$ cat src/hw/seq_pkg.sv
`default_nettype none

package seq_pkg;

    // Default sizes
    localparam int PC_W      = 8;
    localparam int ADDR_W    = 16;
    localparam int LOOP_W    = 8;
    localparam int NUM_LOOPS = 4;
    localparam int STEP_W    = 8;
    localparam int CTRL_W    = 8;
    localparam int INSTR_W   = 64;

    // Select and op field widths
    localparam int SEL_W = 2;
    localparam int OP_W  = 2;

    // Instruction fields, low bit of each
    localparam int F_WAIT_SEL   = 0;
    localparam int F_JUMP_EN    = F_WAIT_SEL + SEL_W;
    localparam int F_JUMP_SEL   = F_JUMP_EN + 1;
    localparam int F_JUMP_TGT   = F_JUMP_SEL + SEL_W;
    localparam int F_CNT_LD_EN  = F_JUMP_TGT + PC_W;
    localparam int F_CNT_LD_SEL = F_CNT_LD_EN + 1;
    localparam int F_CNT_LD_VAL = F_CNT_LD_SEL + SEL_W;
    localparam int F_RX_OP      = F_CNT_LD_VAL + LOOP_W;
    localparam int F_RX_STEP    = F_RX_OP + OP_W;
    localparam int F_WX_OP      = F_RX_STEP + STEP_W;
    localparam int F_WX_STEP    = F_WX_OP + OP_W;
    localparam int F_RW_OP      = F_WX_STEP + STEP_W;
    localparam int F_RW_STEP    = F_RW_OP + OP_W;
    localparam int F_CTRL       = F_RW_STEP + STEP_W;
    // Bits 62 and 63 spare

    // Control bits within the ctrl field
    localparam int CTRL_BANK_X  = 0;
    localparam int CTRL_BANK_W  = 1;
    localparam int CTRL_RCEB_X  = 2;
    localparam int CTRL_WCEB_X  = 3;
    localparam int CTRL_REQ_W   = 4;
    localparam int CTRL_MAC_EN  = 5;
    localparam int CTRL_NL_EN   = 6;
    localparam int CTRL_SEQ_FIN = 7;

    // Active-low chip enables off, everything else low
    localparam logic [CTRL_W-1:0] CTRL_IDLE =
        CTRL_W'((1 << CTRL_RCEB_X) | (1 << CTRL_WCEB_X));

    // Busy input that stalls the instruction
    typedef enum logic [SEL_W-1:0] {
        WAIT_NONE,
        WAIT_W,
        WAIT_XI,
        WAIT_XO
    } wait_sel_e;

    // Per address generator operation
    typedef enum logic [OP_W-1:0] {
        AOP_HOLD = 2'd0,
        AOP_STEP,
        AOP_LOAD,
        AOP_MARK
    } addr_op_e;

endpackage

`default_nettype wire

$ cat src/hw/seq_loop_if.sv
`timescale 1ns/1ps
`default_nettype none

interface seq_loop_if #(
    parameter int PC_W   = seq_pkg::PC_W,
    parameter int LOOP_W = seq_pkg::LOOP_W
);
    import seq_pkg::*;

    logic              stall;
    logic              jump_en;
    logic [SEL_W-1:0]  jump_sel;
    logic [PC_W-1:0]   jump_target;
    logic              cnt_load_en;
    logic [SEL_W-1:0]  cnt_load_sel;
    logic [LOOP_W-1:0] cnt_load_val;

    modport decoder (output stall, jump_en, jump_sel, jump_target,
                     cnt_load_en, cnt_load_sel, cnt_load_val);

    modport pc (input stall, jump_en, jump_sel, jump_target,
                cnt_load_en, cnt_load_sel, cnt_load_val);

endinterface

`default_nettype wire

$ cat src/hw/seq_addr_gen.sv
`timescale 1ns/1ps
`default_nettype none

module seq_addr_gen #(
    parameter int ADDR_W     = seq_pkg::ADDR_W,
    parameter int STEP_W     = seq_pkg::STEP_W,
    parameter bit HAS_BACKUP = 1'b1
) (
    input  logic              CLK,
    input  logic              RSTL,
    input  logic              purge,
    input  seq_pkg::addr_op_e op,
    input  logic [STEP_W-1:0] step,
    output logic [ADDR_W-1:0] addr
);
    import seq_pkg::*;

    logic [ADDR_W-1:0] step_sx;
    logic [ADDR_W-1:0] step_zx;
    logic [ADDR_W-1:0] bak;
    logic              bak_vld;

    // Signed step, unsigned load value
    assign step_sx = {{(ADDR_W-STEP_W){step[STEP_W-1]}}, step};
    assign step_zx = {{(ADDR_W-STEP_W){1'b0}}, step};

    always_ff @(posedge CLK or negedge RSTL)
    begin
        if (!RSTL)
            addr <= '0;
        else if (purge)
            addr <= '0;
        else
        begin
            case (op)
                AOP_STEP: addr <= addr + step_sx;
                AOP_LOAD: addr <= step_zx;
                AOP_MARK: addr <= bak_vld ? bak : addr + step_sx;
                default:  addr <= addr;
            endcase
        end
    end

    if (HAS_BACKUP)
    begin : g_bak
        // Mark toggles between save and restore
        always_ff @(posedge CLK or negedge RSTL)
        begin
            if (!RSTL)
                bak_vld <= 1'b0;
            else if (purge)
                bak_vld <= 1'b0;
            else if (op == AOP_MARK)
                bak_vld <= ~bak_vld;
        end

        always_ff @(posedge CLK)
        begin
            if ((op == AOP_MARK) && !bak_vld)
                bak <= addr;
        end
    end
    else
    begin : g_no_bak
        assign bak     = '0;
        assign bak_vld = 1'b0;
    end

endmodule

`default_nettype wire

$ cat src/hw/seq_ctrl_out.sv
`timescale 1ns/1ps
`default_nettype none

module seq_ctrl_out #(
    parameter int ADDR_W = seq_pkg::ADDR_W,
    parameter int CTRL_W = seq_pkg::CTRL_W
) (
    input  logic              CLK,
    input  logic              RSTL,
    input  logic              purge,
    input  logic [ADDR_W-1:0] raddr_x_d,
    input  logic [ADDR_W-1:0] waddr_x_d,
    input  logic [ADDR_W-1:0] raddr_w_d,
    input  logic [CTRL_W-1:0] ctrl_d,
    output logic [ADDR_W-1:0] raddr_x,
    output logic [ADDR_W-1:0] waddr_x,
    output logic [ADDR_W-1:0] raddr_w,
    output logic              bank_x,
    output logic              bank_w,
    output logic              rceb_x,
    output logic              wceb_x,
    output logic              req_w,
    output logic              mac_en,
    output logic              nl_en,
    output logic              seq_fin
);
    import seq_pkg::*;

    logic [CTRL_W-1:0] ctrl_q;

    // One cycle behind the fetch, frozen during purge
    always_ff @(posedge CLK or negedge RSTL)
    begin
        if (!RSTL)
        begin
            raddr_x <= '0;
            waddr_x <= '0;
            raddr_w <= '0;
            ctrl_q  <= CTRL_W'(CTRL_IDLE);
        end
        else if (!purge)
        begin
            raddr_x <= raddr_x_d;
            waddr_x <= waddr_x_d;
            raddr_w <= raddr_w_d;
            ctrl_q  <= ctrl_d;
        end
    end

    assign bank_x  = ctrl_q[CTRL_BANK_X];
    assign bank_w  = ctrl_q[CTRL_BANK_W];
    assign rceb_x  = ctrl_q[CTRL_RCEB_X];
    assign wceb_x  = ctrl_q[CTRL_WCEB_X];
    assign req_w   = ctrl_q[CTRL_REQ_W];
    assign mac_en  = ctrl_q[CTRL_MAC_EN];
    assign nl_en   = ctrl_q[CTRL_NL_EN];
    assign seq_fin = ctrl_q[CTRL_SEQ_FIN];

endmodule

`default_nettype wire

$ cat src/hw/seq_instr_decode.sv
`timescale 1ns/1ps
`default_nettype none

module seq_instr_decode #(
    parameter int PC_W    = seq_pkg::PC_W,
    parameter int LOOP_W  = seq_pkg::LOOP_W,
    parameter int STEP_W  = seq_pkg::STEP_W,
    parameter int CTRL_W  = seq_pkg::CTRL_W,
    parameter int INSTR_W = seq_pkg::INSTR_W
) (
    input  logic [INSTR_W-1:0] instr_data,
    input  logic               busy_w,
    input  logic               busy_xi,
    input  logic               busy_xo,
    seq_loop_if.decoder        loop,
    output seq_pkg::addr_op_e  op_rx,
    output seq_pkg::addr_op_e  op_wx,
    output seq_pkg::addr_op_e  op_rw,
    output logic [STEP_W-1:0]  step_rx,
    output logic [STEP_W-1:0]  step_wx,
    output logic [STEP_W-1:0]  step_rw,
    output logic [CTRL_W-1:0]  ctrl
);
    import seq_pkg::*;

    wait_sel_e wait_sel;
    logic      stall;

    assign wait_sel = wait_sel_e'(instr_data[F_WAIT_SEL +: SEL_W]);

    always_comb
    begin
        case (wait_sel)
            WAIT_W:  stall = busy_w;
            WAIT_XI: stall = busy_xi;
            WAIT_XO: stall = busy_xo;
            default: stall = 1'b0;
        endcase
    end

    // Loop and jump control, no updates while stalled
    assign loop.stall        = stall;
    assign loop.jump_en      = instr_data[F_JUMP_EN] & ~stall;
    assign loop.jump_sel     = instr_data[F_JUMP_SEL +: SEL_W];
    assign loop.jump_target  = instr_data[F_JUMP_TGT +: PC_W];
    assign loop.cnt_load_en  = instr_data[F_CNT_LD_EN] & ~stall;
    assign loop.cnt_load_sel = instr_data[F_CNT_LD_SEL +: SEL_W];
    assign loop.cnt_load_val = instr_data[F_CNT_LD_VAL +: LOOP_W];

    assign op_rx = stall ? AOP_HOLD : addr_op_e'(instr_data[F_RX_OP +: OP_W]);
    assign op_wx = stall ? AOP_HOLD : addr_op_e'(instr_data[F_WX_OP +: OP_W]);
    assign op_rw = stall ? AOP_HOLD : addr_op_e'(instr_data[F_RW_OP +: OP_W]);

    assign step_rx = instr_data[F_RX_STEP +: STEP_W];
    assign step_wx = instr_data[F_WX_STEP +: STEP_W];
    assign step_rw = instr_data[F_RW_STEP +: STEP_W];

    // Control bits pass through even while stalled
    assign ctrl = instr_data[F_CTRL +: CTRL_W];

endmodule

`default_nettype wire

$ cat src/hw/seq_program_counter.sv
`timescale 1ns/1ps
`default_nettype none

module seq_program_counter #(
    parameter int PC_W      = seq_pkg::PC_W,
    parameter int LOOP_W    = seq_pkg::LOOP_W,
    parameter int NUM_LOOPS = seq_pkg::NUM_LOOPS
) (
    input  logic            CLK,
    input  logic            RSTL,
    input  logic            purge,
    seq_loop_if.pc          loop,
    output logic [PC_W-1:0] pc
);

    logic [LOOP_W-1:0] cnt [NUM_LOOPS];
    logic [LOOP_W-1:0] jump_cnt;
    logic              take_jump;

    // Counter selected by the jump
    assign jump_cnt = cnt[loop.jump_sel];

    // Last pass of the loop falls through
    assign take_jump = loop.jump_en && (jump_cnt != LOOP_W'(1));

    always_ff @(posedge CLK or negedge RSTL)
    begin
        if (!RSTL)
        begin
            pc <= '0;
        end
        else if (purge)
        begin
            pc <= '0;
        end
        else if (!loop.stall)
        begin
            if (take_jump)
                pc <= loop.jump_target;
            else
                pc <= pc + 1'b1;
        end
    end

    for (genvar i = 0; i < NUM_LOOPS; i++)
    begin : g_cnt
        logic load_hit;
        logic jump_hit;

        assign load_hit = loop.cnt_load_en && (loop.cnt_load_sel == i);
        assign jump_hit = loop.jump_en && (loop.jump_sel == i);

        always_ff @(posedge CLK or negedge RSTL)
        begin
            if (!RSTL)
            begin
                cnt[i] <= '0;
            end
            else if (purge)
            begin
                cnt[i] <= '0;
            end
            else if (load_hit && (cnt[i] == '0))
            begin
                // Only an empty counter takes a new value
                cnt[i] <= loop.cnt_load_val;
            end
            else if (jump_hit)
            begin
                cnt[i] <= cnt[i] - 1'b1;
            end
        end
    end

endmodule

`default_nettype wire

$ cat src/hw/sequencer_top.sv
`timescale 1ns/1ps
`default_nettype none

module sequencer_top #(
    parameter int PC_W      = seq_pkg::PC_W,
    parameter int ADDR_W    = seq_pkg::ADDR_W,
    parameter int LOOP_W    = seq_pkg::LOOP_W,
    parameter int NUM_LOOPS = seq_pkg::NUM_LOOPS,
    parameter int STEP_W    = seq_pkg::STEP_W,
    parameter int CTRL_W    = seq_pkg::CTRL_W,
    parameter int INSTR_W   = seq_pkg::INSTR_W
) (
    input  logic               CLK,
    input  logic               RSTL,
    input  logic               purge,
    input  logic               busy_w,
    input  logic               busy_xi,
    input  logic               busy_xo,
    input  logic [INSTR_W-1:0] instr_data,
    output logic [PC_W-1:0]    instr_addr,
    output logic [ADDR_W-1:0]  raddr_x,
    output logic [ADDR_W-1:0]  waddr_x,
    output logic [ADDR_W-1:0]  raddr_w,
    output logic               bank_x,
    output logic               bank_w,
    output logic               rceb_x,
    output logic               wceb_x,
    output logic               req_w,
    output logic               mac_en,
    output logic               nl_en,
    output logic               seq_fin
);
    import seq_pkg::*;

    addr_op_e          op_rx;
    addr_op_e          op_wx;
    addr_op_e          op_rw;
    logic [STEP_W-1:0] step_rx;
    logic [STEP_W-1:0] step_wx;
    logic [STEP_W-1:0] step_rw;
    logic [CTRL_W-1:0] ctrl;
    logic [ADDR_W-1:0] cur_raddr_x;
    logic [ADDR_W-1:0] cur_waddr_x;
    logic [ADDR_W-1:0] cur_raddr_w;

    seq_loop_if #(.PC_W(PC_W), .LOOP_W(LOOP_W)) loop_if ();

    seq_instr_decode #(.PC_W(PC_W), .LOOP_W(LOOP_W), .STEP_W(STEP_W),
                       .CTRL_W(CTRL_W), .INSTR_W(INSTR_W)) seq_instr_decode_i (
        .instr_data(instr_data), .busy_w(busy_w), .busy_xi(busy_xi), .busy_xo(busy_xo),
        .loop(loop_if.decoder), .op_rx(op_rx), .op_wx(op_wx), .op_rw(op_rw),
        .step_rx(step_rx), .step_wx(step_wx), .step_rw(step_rw), .ctrl(ctrl));

    // Program counter goes straight out as the fetch address
    seq_program_counter #(.PC_W(PC_W), .LOOP_W(LOOP_W), .NUM_LOOPS(NUM_LOOPS))
    seq_program_counter_i (
        .CLK(CLK), .RSTL(RSTL), .purge(purge), .loop(loop_if.pc), .pc(instr_addr));

    seq_addr_gen #(.ADDR_W(ADDR_W), .STEP_W(STEP_W), .HAS_BACKUP(1'b1)) raddr_x_gen_i (
        .CLK(CLK), .RSTL(RSTL), .purge(purge), .op(op_rx), .step(step_rx), .addr(cur_raddr_x));

    // Write address has no backup, mark steps
    seq_addr_gen #(.ADDR_W(ADDR_W), .STEP_W(STEP_W), .HAS_BACKUP(1'b0)) waddr_x_gen_i (
        .CLK(CLK), .RSTL(RSTL), .purge(purge), .op(op_wx), .step(step_wx), .addr(cur_waddr_x));

    seq_addr_gen #(.ADDR_W(ADDR_W), .STEP_W(STEP_W), .HAS_BACKUP(1'b1)) raddr_w_gen_i (
        .CLK(CLK), .RSTL(RSTL), .purge(purge), .op(op_rw), .step(step_rw), .addr(cur_raddr_w));

    seq_ctrl_out #(.ADDR_W(ADDR_W), .CTRL_W(CTRL_W)) seq_ctrl_out_i (
        .CLK(CLK), .RSTL(RSTL), .purge(purge),
        .raddr_x_d(cur_raddr_x), .waddr_x_d(cur_waddr_x), .raddr_w_d(cur_raddr_w),
        .ctrl_d(ctrl), .raddr_x(raddr_x), .waddr_x(waddr_x), .raddr_w(raddr_w),
        .bank_x(bank_x), .bank_w(bank_w), .rceb_x(rceb_x), .wceb_x(wceb_x),
        .req_w(req_w), .mac_en(mac_en), .nl_en(nl_en), .seq_fin(seq_fin));

endmodule

`default_nettype wire

$ cat config.mk
export PLATFORM = sky130hd
export DESIGN_NAME = sequencer_top
export DESIGN_NICKNAME = d
export VERILOG_FILES = /design/src/hw/seq_pkg.sv /design/src/hw/seq_loop_if.sv /design/src/hw/seq_addr_gen.sv /design/src/hw/seq_ctrl_out.sv /design/src/hw/seq_instr_decode.sv /design/src/hw/seq_program_counter.sv /design/src/hw/sequencer_top.sv
export SDC_FILE = /design/constraint.sdc
export NUM_CORES = 1
export LEC_CHECK = 0
export BUFFER_PORTS_ARGS = -buffer_cell sky130_fd_sc_hd__buf_2
export CORE_UTILIZATION = 50
export DETAILED_ROUTE_END_ITERATION = 10
export PLACE_DENSITY = 0.73
export SLEW_MARGIN = 20
export SYNTH_ARGS = -nofsm -noshare
export SYNTH_HDL_FRONTEND = slang
export SYNTH_SLANG_ARGS = --single-unit
$ cat constraint.sdc
create_clock -name CLK -period 2.55 [get_ports CLK]
set_input_delay 0.51 -clock CLK [delete_from_list [all_inputs] [get_ports CLK]]
set_output_delay 0.51 -clock CLK [all_outputs]
set_load 0.02 [all_outputs]
==> results of run 1 <==
-- cell usage in the layout, fill, tap and decap left out, types with 20 or more instances in the layout --
cell type / instances
dfrtp_1: 144
buf_2: 129
buf_4: 111
nand2_1: 84
nor2_1: 80
a21oi_1: 73
o21ai_0: 53
mux2_2: 53
ha_1: 47
edfxtp_1: 32
inv_1: 30
xnor2_1: 29
a22o_1: 25
a21o_1: 20
nor3_1: 20
a22oi_1: 20
-- routing by layer --
metal | global-route usage | vias to the layer above | share of wire
met3 | 0.05662 | 45 | 0.037
met2 | 0.4388 | 181 | 0.49
li1 | - | 4187 | -
met5 | 0 | - | 0.00049
met1 | 0.3404 | 4187 | 0.45
met4 | 0.08144 | 2 | 0.022
-- logic make-up after synthesis --
kind of cell	count (synthesis)
xor+xnor	48
buf+inv	73
simple gates	288
flops	178
compound gates	301
mux	64
fa+ha+maj	57
-- power by group through the flow --
stage                     logic [W]  clock network, W  registers, W
final                       0.00258           0.00255       0.00349
after CTS                   0.00252           0.00261       0.00349
after global placement      0.00242                 0       0.00352
after floorplan             0.00144                 0       0.00366
after global routing        0.00284           0.00272       0.00354
after detailed placement    0.00247                 0       0.00354
-- area by class of cell --
cell class | count | area [um2]
clock buffers | 17 | 425.4
repair buffers | 242 | 1510
clock inverters | 15 | 128.9
fillers | 1672 | 7076
well taps | 265 | 331.6
diodes | 1 | 2.502
multi-input cells | 758 | 5428
flip-flops and latches | 178 | 4617
inverters | 36 | 135.1
-- state kept, by name, summed over array words and instances (netlist names) --
register,count
seq_program_counter_i.cnt,32
raddr_w_gen_i.addr,16
raddr_w_gen_i.bak,16
raddr_x_gen_i.addr,16
raddr_x_gen_i.bak,16
seq_ctrl_out_i.raddr_w,16
seq_ctrl_out_i.raddr_x,16
seq_ctrl_out_i.waddr_x,16
waddr_x_gen_i.addr,16
seq_ctrl_out_i.ctrl_q,8
seq_program_counter_i.pc,8
raddr_w_gen_i.bak_vld,1
raddr_x_gen_i.bak_vld,1
-- through the flow --
step	util	total power, W	instances	hold WS, ns
2_1_floorplan	-	0.005109	1009	0.2144
3_3_place_gp	0.6043	0.005939	1475	0.4580
3_5_place_dp	0.6043	0.006013	1475	0.4649
5_1_grt	0.6399	0.009098	1511	0.03380
4_1_cts	0.6334	0.008610	1507	0.02657
6_report	0.6400	0.008624	1512	0.01711
-- worst max-delay path, cell delays in order, from the launching register on --
cell	delay, ns
dfrtp_1	0.38
ha_2	0.19
inv_2	0.06
fa_2	0.21
nor2b_2	0.05
o31a_1	0.27
o21ai_2	0.19
a31oi_2	0.13
or4_4	0.45
a31oi_4	0.20
xor2_1	0.08
a221oi_1	0.23
-- worst max path at each step --
| stage | from | endpoint | slack [ns] | cells past startpoint |
|---|---|---|---|---|
| finish | raddr_x_gen_i.addr[0] | raddr_x_gen_i.addr[14] | 0.02 | 11 |
| global route | raddr_x_gen_i.addr[0] | raddr_x_gen_i.addr[14] | -0.09 | 11 |
| CTS | raddr_w_gen_i.addr[5] | raddr_w_gen_i.addr[12] | -0.04 | 10 |
| detailed placement | instr_data[26] | raddr_x_gen_i.addr[14] | -0.25 | 12 |
| global placement | instr_data[26] | raddr_x_gen_i.addr[14] | -0.21 | 12 |
| floorplan | instr_data[0] | raddr_w_gen_i.addr[13] | -0.002 | 13 |
-- what timing repair did --
item	4_1_cts	5_1_grt
pin swaps	0	17
endpoints found under the setup margin	2	10
hold endpoints to repair	0	0
gates resized for setup	3	25
setup buffers	0	5
==> impl_metrics.yaml, run 1 <==
outcome:
  status: "completed"
synthesis:
  synth.area.mux_share: 0.07013
  synth_top_family_by_area: "compound AO/OA/AOI/OAI gates"
  avgSynthCellArea_um2: 10.06
  yosys.area_share.simple: 0.1342
  synthArstFlopShare: 0.8202
  synth_ff_type: "dfrtp_1"
  synth_area_um2: 10150
  yosys.area_share.xor_xnor: 0.04142
  synth_commonest_cells: "dfrtp_1, nand2_1, nor2_1"
  ys_ff_latch: 178
  synth_edf_count: 32
  synthTopCellsByArea: "dfrtp_1, edfxtp_1, ha_1"
  synth_nets: 1136
  syn_inst: 1009
  synth_top_area_cell: "dfrtp_1"
  yosys.cell_types.count: 69
  synth_compound_area_frac: 0.1982
  synthAdderAreaFrac: 0.07248
  ys_seq_area_frac: 0.4548
  synth.top_cell.area_share: 0.3550
  ys_warn_count: 0
  synth_most_common_cell: "dfrtp_1"
place:
  io_buffers: 131
  hpwl_um: 18740
  pre_cts_slack_ns: -0.2544
  routabilityCongestion: 0.9215
  post_dp_cell_area_um2: 11880
floorplanning:
  die-width_um: 144.5
  core-area_um2: 19650
  die_h_um: 144.5
  die-area_um2: 20880
  initial_core_util: 0.5165
  pin_count: 134
  core.rowCount: 51
clock_network:
  ctsLongestPathBuffers: 2
  cts-root-buf: "clkbuf_16"
  h-tree-depth: 4
  cts_tree: "built"
  insertion_delay_ns: 0.44
  clk_pin_slew_ns: 0.07
  cts_hold_buffers: 0
  clock_sinks: 178
  cts_buffers: 17
worst_setup_path:
  r2r_start: "raddr_x_gen_i.addr[0]"
  r2r_slack_ns: 0.02
  worstSetupEndpointType: "register"
  r2r_cells: 11
  crit_arrival_ns: 2.87
  reg2reg_to: "raddr_x_gen_i.addr[14]"
  crit_fanout: 2
  crit_path_start_kind: "register"
  crit_required_ns: 2.89
  path_class: "reg -> reg"
pwr:
  clkPwrFrac: 0.296
  p_seq_frac: 0.404
  p_int_w: 0.005767
  netSwitchingFraction: 0.3314
  ir_worst_vdd_v: 0.0004382
  p_leak_nw: 5.946
  switchingPower_w: 0.002858
  comb_power_share: 0.299
  p_per_area_nw_per_um2: 685.6
finish:
  nNetsFinal: 1360
  drive_gt1_frac: 0.3050
  post-route-cell-area_um2: 12580
  areaGrowthSynthToFinish_pct: 23.91
grt:
  antenna_found_initial: 2
  grt_pass1_vias: 8439
  grt_max_degree: 52
  grt.overflow.total: 0
  grt_first_pass_wirelength_um: 42540
  grt_usage: 0.2630
timing:
  fmax_mhz: 394.8
  period_share: 0.9933
  rsz0062_at_grt: "true"
  layout_min_cycle_time_ns: 2.533
  fin_ws_ns: 0.01707
  slew_headroom: 0.5344
  finalHoldViolations: 0
  report.final.slew_viol_count: 0
  skew_ns: 0.01450
  report.final.setup_viol: 0
  tightest_slew_ns: 0.6977
  final.setup.tns_ns: 0
min_path:
  hold_path_class: "in -> async"
routing:
  drc: 0
  wirelength_um: 26270
  final_antenna_net_count: 0
  vias: 8602
  first_pass_iters: 5
  drt_iter0_markers: 431
  viasPerCell: 5.689
  wl_per_cell_um: 17.37
flow_run:
  maxCapViolations: 0
(Power assumes the default switching activity.)
==> run 2, diff against run 1 <==
--- a/config.mk
+++ b/config.mk
@@ -6,9 +6,8 @@
 export NUM_CORES = 1
 export LEC_CHECK = 0
 export BUFFER_PORTS_ARGS = -buffer_cell sky130_fd_sc_hd__buf_2
-export CORE_UTILIZATION = 50
+export CORE_UTILIZATION = 40
 export DETAILED_ROUTE_END_ITERATION = 10
-export PLACE_DENSITY = 0.73
 export SLEW_MARGIN = 20
 export SYNTH_ARGS = -nofsm -noshare
 export SYNTH_HDL_FRONTEND = slang
==> run 2 against run 1 <==
Setup slack better by 0.039 ns. Routed wire length is 1.0% higher. Critical path type unchanged. Hold slack worse by 0.0031 ns. Critical path depth stayed put. Global-route usage is 5.4 points lower. First-iteration DRC count is 10% higher.
==> impl_metrics.yaml, run 2 (synthesized netlist as in run 1, its figures left out) <==
outcome:
  status: "completed"
place:
  hpwl_um: 19280
  post_dp_cell_area_um2: 11990
  routabilityCongestion: 0.8931
  io_buffers: 131
  placedCellCount: 1538
worst_setup_path:
  r2r_start: "raddr_x_gen_i.addr[0]"
  crit_path_start_kind: "register"
  path_cells: "ha_1, inv_1, fa_1, nor2b_1, o31a_1, o21ai_2, a31oi_1, or4_1, a31oi_2, xor2_1, a221oi_2"
  path_class: "reg -> reg"
  worstSetupEndpointType: "register"
  crit_fanout: 2
  crit_family: "compound AO/OA/AOI/OAI gates"
  r2r_slack_ns: 0.06
  crit_arrival_ns: 2.83
  crit_required_ns: 2.88
  r2r_cells: 11
  critical_path.max_stage_delay_ns: 0.44
  crit_cells: 11
  crit_path_start: "raddr_x_gen_i.addr[0]"
  path_buf_inv: 1
  endpoint: "raddr_x_gen_i.addr[14]"
  reg2reg_to: "raddr_x_gen_i.addr[14]"
  slowest_stage: "or4_1"
finish:
  final_cell_mix: "dfrtp_1, buf_2, buf_4, nand2_1, nor2_1"
  regMostFlops: "seq_program_counter_i.cnt"
  multiInputGateArea_um2: 5380
  areaGrowthSynthToFinish_pct: 25.45
  nNetsFinal: 1363
  final_common_cell: "dfrtp_1"
  stdcell_count: 1574
  largest_reg_flops: 32
  drive_gt1_frac: 0.3018
  post-route-cell-area_um2: 12730
  fillers: 2274
  seq_area_um2: 4618
clock_network:
  h-tree-depth: 4
  ctsLongestPathBuffers: 2
  cts_buffers: 17
  cts_tree: "built"
  insertion_delay_ns: 0.43
  clk_pin_slew_ns: 0.08
  cts_hold_buffers: 0
  cts-root-buf: "clkbuf_16"
  clock_sinks: 178
grt:
  grt_usage: 0.2090
  grt.overflow.total: 0
  grt_pass1_vias: 8282
  grt_max_degree: 53
  antenna_found_initial: 2
  grt_first_pass_wirelength_um: 42880
min_path:
  hold_path_class: "in -> async"
pwr:
  netSwitchingFraction: 0.3191
  p_int_w: 0.006107
  clkPwrFrac: 0.328
  comb_power_share: 0.283
  ir_worst_vdd_v: 0.0004400
  p_leak_nw: 6.002
  fin_total_pwr_w: 0.008969
  p_per_area_nw_per_um2: 704.3
  p_seq_frac: 0.389
  switchingPower_w: 0.002862
routing:
  vias: 8505
  first_pass_iters: 5
  drc: 0
  wirelength_um: 26540
  wl_per_cell_um: 16.86
  drt_iter0_markers: 476
  final_antenna_net_count: 0
  viasPerCell: 5.403
timing:
  holdWs_ns: 0.01400
  fmax_mhz: 400.9
  finalHoldViolations: 0
  report.final.setup_viol: 0
  rsz0062_at_grt: "true"
  slew_headroom: 0.5408
  period_share: 0.9781
  skew_ns: 0.01413
  layout_min_cycle_time_ns: 2.494
  tightest_slew_ns: 0.6862
  report.final.slew_viol_count: 0
floorplanning:
  pin_count: 134
  die-width_um: 161.3
  initial_core_util: 0.4126
  core-area_um2: 24600
  die-area_um2: 26020
  core.rowCount: 57
  die_h_um: 161.3
flow_run:
  maxCapViolations: 0
run 2: changes by cell type in the layout (fill, tap and decap cells not counted), sizes merged:
cell,before,now
clkinv,6,1
bufinv,1,4
clkinvlp,1,0
inv,43,45
buf,242,245
clkbuf,17,18
run 2: routing by layer:
layer | GRT usage | vias to the layer above | share of wire
met3 | 0.03570 | 24 | 0.043
met5 | 0 | - | 0.00064
met2 | 0.3374 | 178 | 0.47
met4 | 0.05403 | 2 | 0.012
li1 | - | 4194 | -
met1 | 0.2904 | 4107 | 0.48
run 2: power groups by stage:
stage / Combinational, W / Sequential [W] / Clock (W)
after global routing: 0.00280 / 0.00354 / 0.00313
after floorplan: 0.00144 / 0.00366 / 0
after CTS: 0.00251 / 0.00349 / 0.00304
after global placement: 0.00247 / 0.00353 / 0
final: 0.00254 / 0.00349 / 0.00294
after detailed placement: 0.00249 / 0.00354 / 0
run 2: repair_timing:
action	4_1_cts	5_1_grt
buffers inserted	0	4
endpoints found under the hold margin	0	0
endpoints found under the setup margin	0	8
resized for setup	0	18
run 2: stage by stage:
stage               worst slack, ns    TNS, ns  utilization
floorplan                 -0.002112  -0.006321            -
global placement            -0.2062    -0.8332       0.4875
detailed placement          -0.2571     -1.465       0.4875
CTS                         0.01697          0       0.5138
global route                -0.1102    -0.1739       0.5175
finish                      0.05581          0       0.5176
run 2: final cells by class:
class                   count  share of cell area
diodes                      1           0.0001965
clock buffers              18             0.03449
clock inverters            14             0.01641
inverters                  36             0.01061
multi-input cells         758              0.4225
flip-flops and latches    178              0.3626
well taps                 324             0.03183
repair buffers            245              0.1213
run 2: worst min path at each step:
| stage | startpoint | to | slack (ns) | depth (start not counted) |
|---|---|---|---|---|
| floorplan | RSTL | raddr_w_gen_i.addr[0] | 0.21 | 0 |
| global placement | seq_ctrl_out_i.raddr_x[1] | seq_ctrl_out_i.raddr_x[1] | 0.46 | 2 |
| detailed placement | raddr_w_gen_i.addr[15] | raddr_w_gen_i.bak[15] | 0.47 | 0 |
| CTS | RSTL | seq_ctrl_out_i.raddr_w[6] | 0.02 | 1 |
| global route | RSTL | seq_ctrl_out_i.raddr_w[7] | 0.04 | 1 |
| finish | RSTL | seq_ctrl_out_i.raddr_w[7] | 0.01 | 1 |
==> run 3, diff against run 2 <==
==> constraint.sdc (replaced) <==
create_clock -name CLK -period 3.2 [get_ports CLK]
set_input_delay 0.16 -clock CLK [delete_from_list [all_inputs] [get_ports CLK]]
set_output_delay 0.16 -clock CLK [all_outputs]
set_load 0.01 [all_outputs]
==> run 3 against run 2 <==
Die area unchanged. Register-to-register slack improved by 0.46 ns. Hold slack improved by 0.0072 ns. Combinational power decreased by 33%. Clock skew increased by 0.00094 ns. Total power decreased by 24%. Sequential share of layout area increased by 2.1 points. Core utilization decreased by 2.9 points. Fmax decreased by 7.0%. Non-clock buffer count decreased by 75. First-iteration DRC count increased by 16%. Setup slack improved by 0.46 ns. Largest cell class unchanged.
==> impl_metrics.yaml, run 3 (synthesized netlist as in run 1, its figures left out) <==
worst_setup_path:
  path_class: "reg -> reg"
  crit_family: "compound AO/OA/AOI/OAI gates"
  crit_required_ns: 3.52
  cpMostUsedCell: "a31oi_1"
  r2r_cells: 11
  crit_path_start_kind: "register"
  r2r_start: "raddr_x_gen_i.addr[0]"
  reg2reg_to: "raddr_x_gen_i.addr[14]"
  crit_fanout: 4
  crit_path_start: "raddr_x_gen_i.addr[0]"
  critical_path.max_stage_delay_ns: 0.44
  slowest_stage: "dfrtp_1"
  worstSetupEndpointType: "register"
  path_cells: "ha_1, inv_1, fa_1, nor2b_1, o31a_1, o21ai_1, a31oi_1, or4_1, a31oi_1, xor2_1, a221oi_1"
  crit_arrival_ns: 3.00
  path_buf_inv: 1
  r2r_slack_ns: 0.52
place:
  pre_cts_slack_ns: 0.4813
  routabilityCongestion: 0.8518
  hpwl_um: 18380
  io_buffers: 131
outcome:
  status: "completed"
grt:
  grtUsageMet2: 0.3437
  gr-max-usage-layer: "met2"
  grt_usage: 0.2111
  grt_pass1_vias: 8152
  grt_first_pass_wirelength_um: 43300
  use_met1: 0.2859
  antenna_found_initial: 3
  grt_max_degree: 71
  use_met3: 0.03826
  grt.overflow.total: 0
finish:
  largest_reg_flops: 32
  final_common_cell: "dfrtp_1"
  final_cell_mix: "dfrtp_1, buf_2, nand2_1, nor2_1, a21oi_1"
  nNetsFinal: 1288
  areaGrowthSynthToFinish_pct: 18.51
  regMostFlops: "seq_program_counter_i.cnt"
  drive_gt1_frac: 0.2198
timing:
  final.setup.tns_ns: 0
  fin_ws_ns: 0.5176
  tightest_slew_ns: 0.7907
  rsz0062_at_grt: "false"
  skew_ns: 0.01507
  slew_headroom: 0.4723
  finalHoldViolations: 0
  period_share: 0.8383
  report.final.setup_viol: 0
  layout_min_cycle_time_ns: 2.682
  report.final.slew_viol_count: 0
  fmax_mhz: 372.8
routing:
  drc: 0
  vias: 8285
  wl_per_cell_um: 17.51
  final_antenna_net_count: 0
  drt_iter0_markers: 551
  first_pass_iters: 5
  viasPerCell: 5.520
  wirelength_um: 26280
pwr:
  ir_worst_vdd_v: 0.0002621
  p_per_area_nw_per_um2: 566.4
  p_leak_nw: 5.591
clock_network:
  clk_pin_slew_ns: 0.07
  cts-root-buf: "clkbuf_16"
  cts_tree: "built"
  clock_sinks: 178
  ctsLongestPathBuffers: 2
  h-tree-depth: 4
  cts_buffers: 17
  insertion_delay_ns: 0.43
  postCtsSetupBuffers: 0
min_path:
  min_from: "instr_data[7]"
  hold_path_class: "in -> reg"
  whs_endpoint: "seq_program_counter_i.pc[2]"
  holdPathStages: 3
floorplanning:
  die-area_um2: 26020
  die-width_um: 161.3
  core.rowCount: 57
  core-area_um2: 24600
  die_h_um: 161.3
  pin_count: 134
  initial_core_util: 0.4126
flow_run:
  maxCapViolations: 0
==> run 3: power by group <==
part / total (W) / internal (W) / switching [W]
logic: 0.00171 / 0.000769 / 0.000940
registers: 0.00278 / 0.00258 / 0.000206
clock network: 0.00232 / 0.00133 / 0.000990
total: 0.00681 / 0.00468 / 0.00214
==> run 3: area by class of cell <==
cell class	instances	area, um2
antenna	3	7.507
clock buffer	19	432.9
clock inverter	13	197.7
fill	2343	12570
inverter	36	135.1
multi-input combinational	758	5248
sequential	178	4617
tap	324	405.4
timing repair buffer	170	987.2
==> run 3: worst register-to-register path: stages (launching register included) <==
cell      delay, ns
dfrtp_1        0.44
ha_1           0.22
inv_1          0.07
fa_1           0.21
nor2b_1        0.07
o31a_1         0.27
o21ai_1        0.19
a31oi_1        0.13
or4_1          0.42
a31oi_1        0.22
xor2_1         0.09
a221oi_1       0.26
==> run 3: what timing repair did <==
action                    in CTS  in global routing
hold buffers                  12                  0
gates resized for setup        0                  0
hold endpoints to repair      76                  0
==> run 3: how the worst max path moves through the flow <==
| stage | end | slack [ns] | cells past startpoint |
|---|---|---|---|
| global route | raddr_w_gen_i.addr[12] | 0.25 | 10 |
| CTS | raddr_x_gen_i.addr[14] | 0.52 | 11 |
| finish | raddr_x_gen_i.addr[14] | 0.52 | 11 |
| global placement | raddr_x_gen_i.addr[15] | 0.49 | 13 |
| detailed placement | raddr_x_gen_i.addr[15] | 0.48 | 13 |
| floorplan | raddr_x_gen_i.addr[8] | 0.16 | 12 |
==> run 3: per-layer routing <==
layer | part of all wire | up-vias | wire (um)
met3 | 0.037 | 33 | 975
met5 | 0 | - | 0
met4 | 0.020 | 0 | 521
met1 | 0.47 | 4010 | 12470
met2 | 0.47 | 185 | 12310
li1 | - | 4057 | -
==> run 3: per-stage QoR <==
stage	util	instance area, um2	instances	total power (W)	hold WS [ns]
4_1_cts	0.4886	12020	1498	0.006886	0.001032
6_report	0.4889	12030	1501	0.006814	0.02117
3_5_place_dp	0.4581	11270	1454	0.004522	0.2472
2_1_floorplan	-	10150	1009	0.003966	-0.1356
5_1_grt	0.4888	12030	1500	0.007207	0.01625
3_3_place_gp	0.4580	11270	1454	0.004493	0.2384
